`config.mk`:
```
export PLATFORM = sky130hd
export DESIGN_NAME = dma_top
export DESIGN_NICKNAME = d
export VERILOG_FILES = /design/src/design/dma_pkg.sv /design/src/design/dma_top.sv /design/src/design/dma_ctrl.sv /design/src/design/dma_port_engine.sv /design/src/design/sg_queue.sv
export SDC_FILE = /design/constraint.sdc
export NUM_CORES = 1
export LEC_CHECK = 0
export BUFFER_PORTS_ARGS = -buffer_cell sky130_fd_sc_hd__buf_4
export CORE_MARGIN = 3
export CORE_UTILIZATION = 50
export CTS_BUF_LIST = sky130_fd_sc_hd__clkbuf_4 sky130_fd_sc_hd__clkbuf_8
export DETAILED_ROUTE_END_ITERATION = 10
export GPL_ROUTABILITY_DRIVEN = 0
export HOLD_SLACK_MARGIN = 0.15
export PLACE_DENSITY = 0.69
export REMOVE_ABC_BUFFERS = 1
export SLEW_MARGIN = 10
export SYNTH_ARGS = -nofsm -noshare
export SYNTH_HDL_FRONTEND = slang
export SYNTH_SLANG_ARGS = --single-unit
```
`constraint.sdc`:
```
create_clock -name clk -period 4.39 [get_ports clk]
set_clock_uncertainty 0.05 [all_clocks]
set_input_delay 0.6585 -clock clk [delete_from_list [all_inputs] [get_ports clk]]
set_output_delay 0.6585 -clock clk [all_outputs]
set_load 0.1 [all_outputs]
```
`src/design/dma_pkg.sv`:
```
/*
	Shared widths, response codes and bus structs for the scatter-gather DMA.
	Referenced by scoped name from every design unit.
*/

package dma_pkg;

	// Word address on both memory sides
	typedef logic [19:0] addr_t;
	typedef logic [31:0] data_t;

	// Word count minus one
	typedef logic [7:0] len_t;

	typedef logic [1:0] resp_t;

	localparam resp_t RESP_OKAY = 2'd0;
	localparam resp_t RESP_SLVERR = 2'd2;

	localparam int SG_DEPTH = 16;
	localparam int SG_PTR_W = $clog2(SG_DEPTH);

	// Queue fill level, 0 to SG_DEPTH
	typedef logic [SG_PTR_W:0] occ_t;

	typedef struct packed {
		addr_t host_addr;
		len_t length;
	} sg_desc_t;

	// Engine to memory, held until ack
	typedef struct packed {
		logic req;
		logic we;
		addr_t addr;
		data_t wdata;
	} mem_req_t;

	// Memory to engine, err and rdata valid with ack
	typedef struct packed {
		logic ack;
		logic err;
		data_t rdata;
	} mem_rsp_t;

endpackage
```
`src/design/dma_top.sv`:
```
/*
	Scatter-gather DMA top level. Ties the descriptor queue, the job controller
	and the FPGA-side and host-side port engines together.
*/

`timescale 1ns/1ps

module dma_top (
	input logic clk,
	input logic rst_n,
	input logic desc_push,
	input dma_pkg::sg_desc_t desc_in,
	output logic desc_full,
	input logic trigger,
	input logic direction,
	input dma_pkg::addr_t fpga_addr,
	input logic irq_en,
	input logic irq_clr,
	output logic irq,
	output logic busy,
	output logic [3:0] response,
	output dma_pkg::mem_req_t fpga_req,
	input dma_pkg::mem_rsp_t fpga_rsp,
	output dma_pkg::mem_req_t host_req,
	input dma_pkg::mem_rsp_t host_rsp
);
	dma_pkg::occ_t occupancy;
	dma_pkg::sg_desc_t head_desc;
	logic desc_pop;

	logic io_start;
	logic io_write_fpga;
	dma_pkg::addr_t io_fpga_addr;
	dma_pkg::addr_t io_host_addr;
	dma_pkg::len_t io_count;

	logic fpga_busy;
	logic host_busy;
	dma_pkg::resp_t fpga_resp;
	dma_pkg::resp_t host_resp;

	// Word streams between the engines
	dma_pkg::data_t f2h_data;
	logic f2h_valid;
	logic f2h_ready;
	dma_pkg::data_t h2f_data;
	logic h2f_valid;
	logic h2f_ready;

	sg_queue sg_queue_i (
		.clk(clk),
		.rst_n(rst_n),
		.push(desc_push),
		.push_desc(desc_in),
		.pop(desc_pop),
		.head_desc(head_desc),
		.occupancy(occupancy),
		.full(desc_full)
	);

	dma_ctrl dma_ctrl_i (
		.clk(clk),
		.rst_n(rst_n),
		.trigger(trigger),
		.direction(direction),
		.fpga_addr(fpga_addr),
		.irq_en(irq_en),
		.irq_clr(irq_clr),
		.irq(irq),
		.busy(busy),
		.response(response),
		.occupancy(occupancy),
		.head_desc(head_desc),
		.desc_pop(desc_pop),
		.fpga_busy(fpga_busy),
		.host_busy(host_busy),
		.fpga_resp(fpga_resp),
		.host_resp(host_resp),
		.io_start(io_start),
		.io_write_fpga(io_write_fpga),
		.io_fpga_addr(io_fpga_addr),
		.io_host_addr(io_host_addr),
		.io_count(io_count)
	);

	dma_port_engine fpga_engine_i (
		.clk(clk),
		.rst_n(rst_n),
		.start(io_start),
		.write_mode(io_write_fpga),
		.start_addr(io_fpga_addr),
		.word_count(io_count),
		.busy(fpga_busy),
		.response(fpga_resp),
		.mem_req(fpga_req),
		.mem_rsp(fpga_rsp),
		.snk_data(h2f_data),
		.snk_valid(h2f_valid),
		.snk_ready(h2f_ready),
		.src_data(f2h_data),
		.src_valid(f2h_valid),
		.src_ready(f2h_ready)
	);

	// Host side always runs the opposite direction
	dma_port_engine host_engine_i (
		.clk(clk),
		.rst_n(rst_n),
		.start(io_start),
		.write_mode(~io_write_fpga),
		.start_addr(io_host_addr),
		.word_count(io_count),
		.busy(host_busy),
		.response(host_resp),
		.mem_req(host_req),
		.mem_rsp(host_rsp),
		.snk_data(f2h_data),
		.snk_valid(f2h_valid),
		.snk_ready(f2h_ready),
		.src_data(h2f_data),
		.src_valid(h2f_valid),
		.src_ready(h2f_ready)
	);

endmodule

```
`src/design/dma_ctrl.sv`:
```
/*
	Job controller. Pops descriptors one by one, starts both port engines per
	descriptor, folds their responses into sticky codes and signals job end.
*/

`timescale 1ns/1ps

module dma_ctrl (
	input logic clk,
	input logic rst_n,
	input logic trigger,
	input logic direction,
	input dma_pkg::addr_t fpga_addr,
	input logic irq_en,
	input logic irq_clr,
	output logic irq,
	output logic busy,
	output logic [3:0] response,
	input dma_pkg::occ_t occupancy,
	input dma_pkg::sg_desc_t head_desc,
	output logic desc_pop,
	input logic fpga_busy,
	input logic host_busy,
	input dma_pkg::resp_t fpga_resp,
	input dma_pkg::resp_t host_resp,
	output logic io_start,
	output logic io_write_fpga,
	output dma_pkg::addr_t io_fpga_addr,
	output dma_pkg::addr_t io_host_addr,
	output dma_pkg::len_t io_count
);
	typedef enum logic [1:0] {IDLE, FETCH, WAIT, DONE} state_t;

	state_t state;
	logic engines_done;

	// FETCH is only entered with a descriptor waiting
	assign desc_pop = (state == FETCH);

	// Engines see start one cycle late, so ignore busy during the pulse
	assign engines_done = !io_start && !fpga_busy && !host_busy;

	always_ff @(posedge clk) begin
		if (state == IDLE && trigger && occupancy != '0) begin
			io_fpga_addr <= fpga_addr;
		end else if (state == WAIT && engines_done) begin
			io_fpga_addr <= io_fpga_addr + dma_pkg::addr_t'(io_count) + 1'b1;
		end
		if (state == FETCH) begin
			io_host_addr <= head_desc.host_addr;
			io_count <= head_desc.length;
		end
	end

	always_ff @(posedge clk) begin
		if (!rst_n) begin
			state <= IDLE;
			irq <= 1'b0;
			busy <= 1'b0;
			response <= 4'd0;
			io_start <= 1'b0;
			io_write_fpga <= 1'b0;
		end else begin
			io_start <= 1'b0;
			case (state)
				IDLE: begin
					if (trigger && occupancy != '0) begin
						busy <= 1'b1;
						response <= 4'd0;
						io_write_fpga <= direction;
						state <= FETCH;
					end
				end

				FETCH: begin
					io_start <= 1'b1;
					state <= WAIT;
				end

				WAIT: begin
					if (engines_done) begin
						if (response[3:2] != dma_pkg::RESP_SLVERR) begin
							response[3:2] <= host_resp;
						end
						if (response[1:0] != dma_pkg::RESP_SLVERR) begin
							response[1:0] <= fpga_resp;
						end
						if (occupancy != '0) begin
							state <= FETCH;
						end else begin
							busy <= 1'b0;
							irq <= irq_en;
							state <= DONE;
						end
					end
				end

				DONE: begin
					if (irq_clr) begin
						irq <= 1'b0;
					end
					if (!irq) begin
						state <= IDLE;
					end
				end
			endcase
		end
	end

endmodule

```
`src/design/dma_port_engine.sv`:
```
/*
	Word-port engine for one memory side. In read mode it fetches words into the
	output stream, in write mode it stores words taken from the input stream.
*/

`timescale 1ns/1ps

module dma_port_engine (
	input logic clk,
	input logic rst_n,
	input logic start,
	input logic write_mode,
	input dma_pkg::addr_t start_addr,
	input dma_pkg::len_t word_count,
	output logic busy,
	output dma_pkg::resp_t response,
	output dma_pkg::mem_req_t mem_req,
	input dma_pkg::mem_rsp_t mem_rsp,
	input dma_pkg::data_t snk_data,
	input logic snk_valid,
	output logic snk_ready,
	output dma_pkg::data_t src_data,
	output logic src_valid,
	input logic src_ready
);
	typedef enum logic [1:0] {idle, request, stream, finish} state_t;

	state_t state;
	logic mode_wr;
	logic err_seen;
	dma_pkg::addr_t addr_r;
	dma_pkg::len_t remaining;
	// Read word on its way out, or write word on its way to memory
	dma_pkg::data_t data_r;

	assign busy = (state != idle);

	assign mem_req.req = (state == request);
	assign mem_req.we = mode_wr;
	assign mem_req.addr = addr_r;
	assign mem_req.wdata = data_r;

	assign src_data = data_r;
	assign snk_ready = (state == stream) && mode_wr;

	always_ff @(posedge clk) begin
		if (state == request && mem_rsp.ack && !mode_wr) begin
			data_r <= mem_rsp.rdata;
		end else if (snk_valid && snk_ready) begin
			data_r <= snk_data;
		end
	end

	always_ff @(posedge clk) begin
		if (!rst_n) begin
			state <= idle;
			mode_wr <= 1'b0;
			err_seen <= 1'b0;
			addr_r <= '0;
			remaining <= '0;
			src_valid <= 1'b0;
			response <= dma_pkg::RESP_OKAY;
		end else begin
			case (state)
				idle: begin
					if (start) begin
						mode_wr <= write_mode;
						addr_r <= start_addr;
						remaining <= word_count;
						err_seen <= 1'b0;
						response <= dma_pkg::RESP_OKAY;
						state <= write_mode ? stream : request;
					end
				end

				request: begin
					if (mem_rsp.ack) begin
						// Keep going after an error, only the code remembers it
						err_seen <= err_seen | mem_rsp.err;
						if (!mode_wr) begin
							src_valid <= 1'b1;
							state <= stream;
						end else if (remaining == '0) begin
							state <= finish;
						end else begin
							addr_r <= addr_r + 1'b1;
							remaining <= remaining - 1'b1;
							state <= stream;
						end
					end
				end

				stream: begin
					if (mode_wr) begin
						if (snk_valid) begin
							state <= request;
						end
					end else if (src_ready) begin
						src_valid <= 1'b0;
						if (remaining == '0) begin
							state <= finish;
						end else begin
							addr_r <= addr_r + 1'b1;
							remaining <= remaining - 1'b1;
							state <= request;
						end
					end
				end

				finish: begin
					response <= err_seen ? dma_pkg::RESP_SLVERR : dma_pkg::RESP_OKAY;
					state <= idle;
				end
			endcase
		end
	end

endmodule

```
`src/design/sg_queue.sv`:
```
/*
	Descriptor FIFO between software and the DMA controller.
	Head entry is always visible; pop is a one-cycle strobe.
*/

`timescale 1ns/1ps

module sg_queue (
	input logic clk,
	input logic rst_n,
	input logic push,
	input dma_pkg::sg_desc_t push_desc,
	input logic pop,
	output dma_pkg::sg_desc_t head_desc,
	output dma_pkg::occ_t occupancy,
	output logic full
);
	dma_pkg::sg_desc_t mem [dma_pkg::SG_DEPTH];

	logic [dma_pkg::SG_PTR_W-1:0] wr_ptr;
	logic [dma_pkg::SG_PTR_W-1:0] rd_ptr;
	logic do_push;
	logic do_pop;

	assign full = (occupancy == dma_pkg::occ_t'(dma_pkg::SG_DEPTH));

	// Pushes into a full queue are lost
	assign do_push = push && !full;
	assign do_pop = pop && (occupancy != '0);

	assign head_desc = mem[rd_ptr];

	always_ff @(posedge clk) begin
		if (do_push) begin
			mem[wr_ptr] <= push_desc;
		end
	end

	always_ff @(posedge clk) begin
		if (!rst_n) begin
			wr_ptr <= '0;
			rd_ptr <= '0;
			occupancy <= '0;
		end else begin
			if (do_push) begin
				wr_ptr <= wr_ptr + 1'b1;
			end
			if (do_pop) begin
				rd_ptr <= rd_ptr + 1'b1;
			end
			if (do_push && !do_pop) begin
				occupancy <= occupancy + 1'b1;
			end else if (do_pop && !do_push) begin
				occupancy <= occupancy - 1'b1;
			end
		end
	end

endmodule

```
==> flow_summary.ini <==
[synthesis]
synthSimpleGateAreaFrac_pct = 6.14
synth_xor_area_share_pct = 0.644
synthArstFlopShare_pct = 0
synth_warnings = 0
synth_top_family_by_area = multiplexers
synth_common_cells = edfxtp_1, mux4_2, nand2_1
synth_compound_area_share_pct = 6.31
synth.mux.area_fraction_pct = 14.8
ys_top_cells_by_area = edfxtp_1, mux4_2, dfxtp_1
synth_seq_cells = 649
ys.flop_type = edfxtp_1
synth.cell_area_sq_mm = 0.0272
synth_top_area_share_pct = 61.8
ys_seq_area_share_pct = 68.3
postSynthAreaPerCell_sq_um = 16.2
synth_enable_flop_cells = 560
synthCells = 1682
synth_top_area_cell = edfxtp_1
synthDistinctLibCells = 70
synth_fa_ha_area_share_pct = 1.57
yosysMostFrequentCell = edfxtp_1

[sta]
setup_slack_ns = 1.19
setup_viol = 0
slew-limit-headroom_pct = 22.4
finalHoldViolCount = 0
maxSlewViolCount = 0
holdWs_ns = 0.208
tightestPinTransition_ns = 1.16
finalCriticalPeriod_ns = 3.20
min_period_over_period_pct = 72.9
rsz0062_at_grt = no
max_freq_mhz = 312

[clocking]
holdBufCountCts = 7
cts_buffers = 103
clk_pin_slew_ns = 0.06
ctsResizeCount = 0
cts_sinks = 649
insertion_delay_ns = 0.69
cts_htree_levels = 3
post_cts_buffers = 0
clock_path_buffers = 3
root_buffer = clkbuf_8
cts_tree = yes

[layout]
area_delta_synth_final_pct = 18.0
final_core_util_pct = 60.4
diodes = 0
drive_above_1_share_pct = 34.3
fin_cells = 2747
fin_nets = 2126

[global_route]
grt-ovfl-total = 0
grt_antenna_before_repair = 2
grt_use_met3_pct = 4.66
grt_use_met2_pct = 36.1
grt_pass1_vias = 16115
grt_pass1_wl_um = 96900
grt_busiest_layer = met2
grt_max_degree = 73
grt.total_usage_pct = 22.5
grt_use_met1_pct = 31.3

[worst_setup_path]
r2r_setup_slack_ns = 1.19
r2r_cells = 6
cp.required_ns = 4.70
crit_fanout = 10
worstSetupEndpoint = sg_queue_i.mem[1][9]
crit_start = sg_queue_i.occupancy[1]
startpoint_type = flip-flop
r2r-end = sg_queue_i.mem[1][9]
r2r_start = sg_queue_i.occupancy[1]
end_kind = flip-flop
cp.arrival_ns = 3.51
crit_type = reg -> reg

[min_path]
hp-class = in -> reg

[route]
routedWlPerCell_um = 23.5
num_vias = 16197
finalWirelength_um = 64400
ant_nets = 0
drtPass1Iterations = 5
drc = 0
drtIter0Drc = 1358
via_per_inst = 5.90

[pwr]
ir_drop_mv = 0.579
p_per_area_mw_per_mm2 = 614
total_power_mw = 19.7
p_leak_nw = 10.9

[place]
portBuffers = 235
place_ws_ns = 1.06
dp.final_hpwl_um = 40400
dp_cells = 2546

[floorplan]
start_util_pct = 51.2
die_area_sq_mm = 0.0573
core-area_sq_mm = 0.0532
die_y_um = 239
die_w_um = 239
ios = 238
rows = 84

[outcome]
status = complete, no violations

[run]
maxCapViolations = 0
[metal layers]
metal | routed length, um | vias up
met1 | 27500 | 8233
met2 | 30700 | 634
met3 | 4870 | 93
met5 | 9 | -
met4 | 1350 | 2
li1 | - | 7235
[how the worst min path moves through the flow]
stage | start | to | cells past startpoint
after floorplan | host_engine_i.response[1] | host_engine_i.response[1] | 2
after global placement | fpga_engine_i.remaining[7] | fpga_engine_i.remaining[7] | 2
final | fpga_addr[8] | dma_ctrl_i.io_fpga_addr[8] | 3
after detailed placement | host_engine_i.remaining[5] | host_engine_i.remaining[5] | 2
after global routing | fpga_addr[15] | dma_ctrl_i.io_fpga_addr[15] | 3
after CTS | fpga_addr[8] | dma_ctrl_i.io_fpga_addr[8] | 3
[critical path, stage by stage, from the launching register on]
cell and delay (ns):
dfxtp_1 0.40, nor4_2 0.09, and2_1 0.18, nor2b_1 0.56, nand2_1 0.39, nor3_2 0.82, buf_4 0.38
[registers in the layout (all words and copies together) (netlist names), 8 cells and up]
| signal | cells |
|---|---|
| fpga_engine_i.remaining | 8 |
| host_engine_i.remaining | 8 |
| host_engine_i.addr_r | 20 |
| dma_ctrl_i.io_host_addr | 20 |
| dma_ctrl_i.io_count | 8 |
| sg_queue_i.mem | 448 |
| fpga_engine_i.addr_r | 20 |
| fpga_engine_i.src_data | 32 |
| host_engine_i.src_data | 32 |
| dma_ctrl_i.io_fpga_addr | 20 |
[area by class of cell]
class | instances | area [sq um]
Clock inverter | 40 | 284
Multi-Input combinational cell | 888 | 8160
Clock buffer | 154 | 1850
Fill cell | 3967 | 21100
Timing Repair Buffer | 282 | 2180
Inverter | 46 | 173
Sequential cell | 649 | 18600
Tap cell | 688 | 861
[placed cells by master, fill, tap and decap left out, types with 16 or more instances in the layout]
master / instances
edfxtp_1: 560
o21ai_0: 60
nor3_1: 17
mux4_2: 140
inv_1: 45
dfxtp_1: 85
a21oi_1: 74
clkinv_1: 16
clkbuf_4: 43
ha_1: 29
nand2_1: 115
buf_4: 271
nor2_1: 80
mux2_2: 68
nand3_1: 40
clkbuf_8: 111
[power breakdown]
group	leakage, nW	switching [mW]	internal, mW	total (mW)
registers	5.80	0.610	7.49	8.10
logic	4.01	4.12	2.27	6.39
clock network	1.14	2.34	2.89	5.22
[cell families (layout without fill, tap and decap cells)]
| group | Yosys count | in the layout |
|---|---|---|
| AOI/OAI and AO/OA | 262 | 262 |
| xor gates and xnor gates | 20 | 20 |
| adders and majority gates | 33 | 33 |
| buffers and inverters | 146 | 522 |
| DFF | 649 | 649 |
| muxes | 218 | 218 |
| other | 1 | 2 |
| and+or+nand+nor | 353 | 353 |
[metrics by stage]
stage	instance area (sq um)	TNS, ns
after floorplan	26800	-53.46
after global placement	29900	0
after detailed placement	29900	0
after CTS	32100	0
after global routing	32100	0
final	32100	0
(Power assumes the default switching activity.)
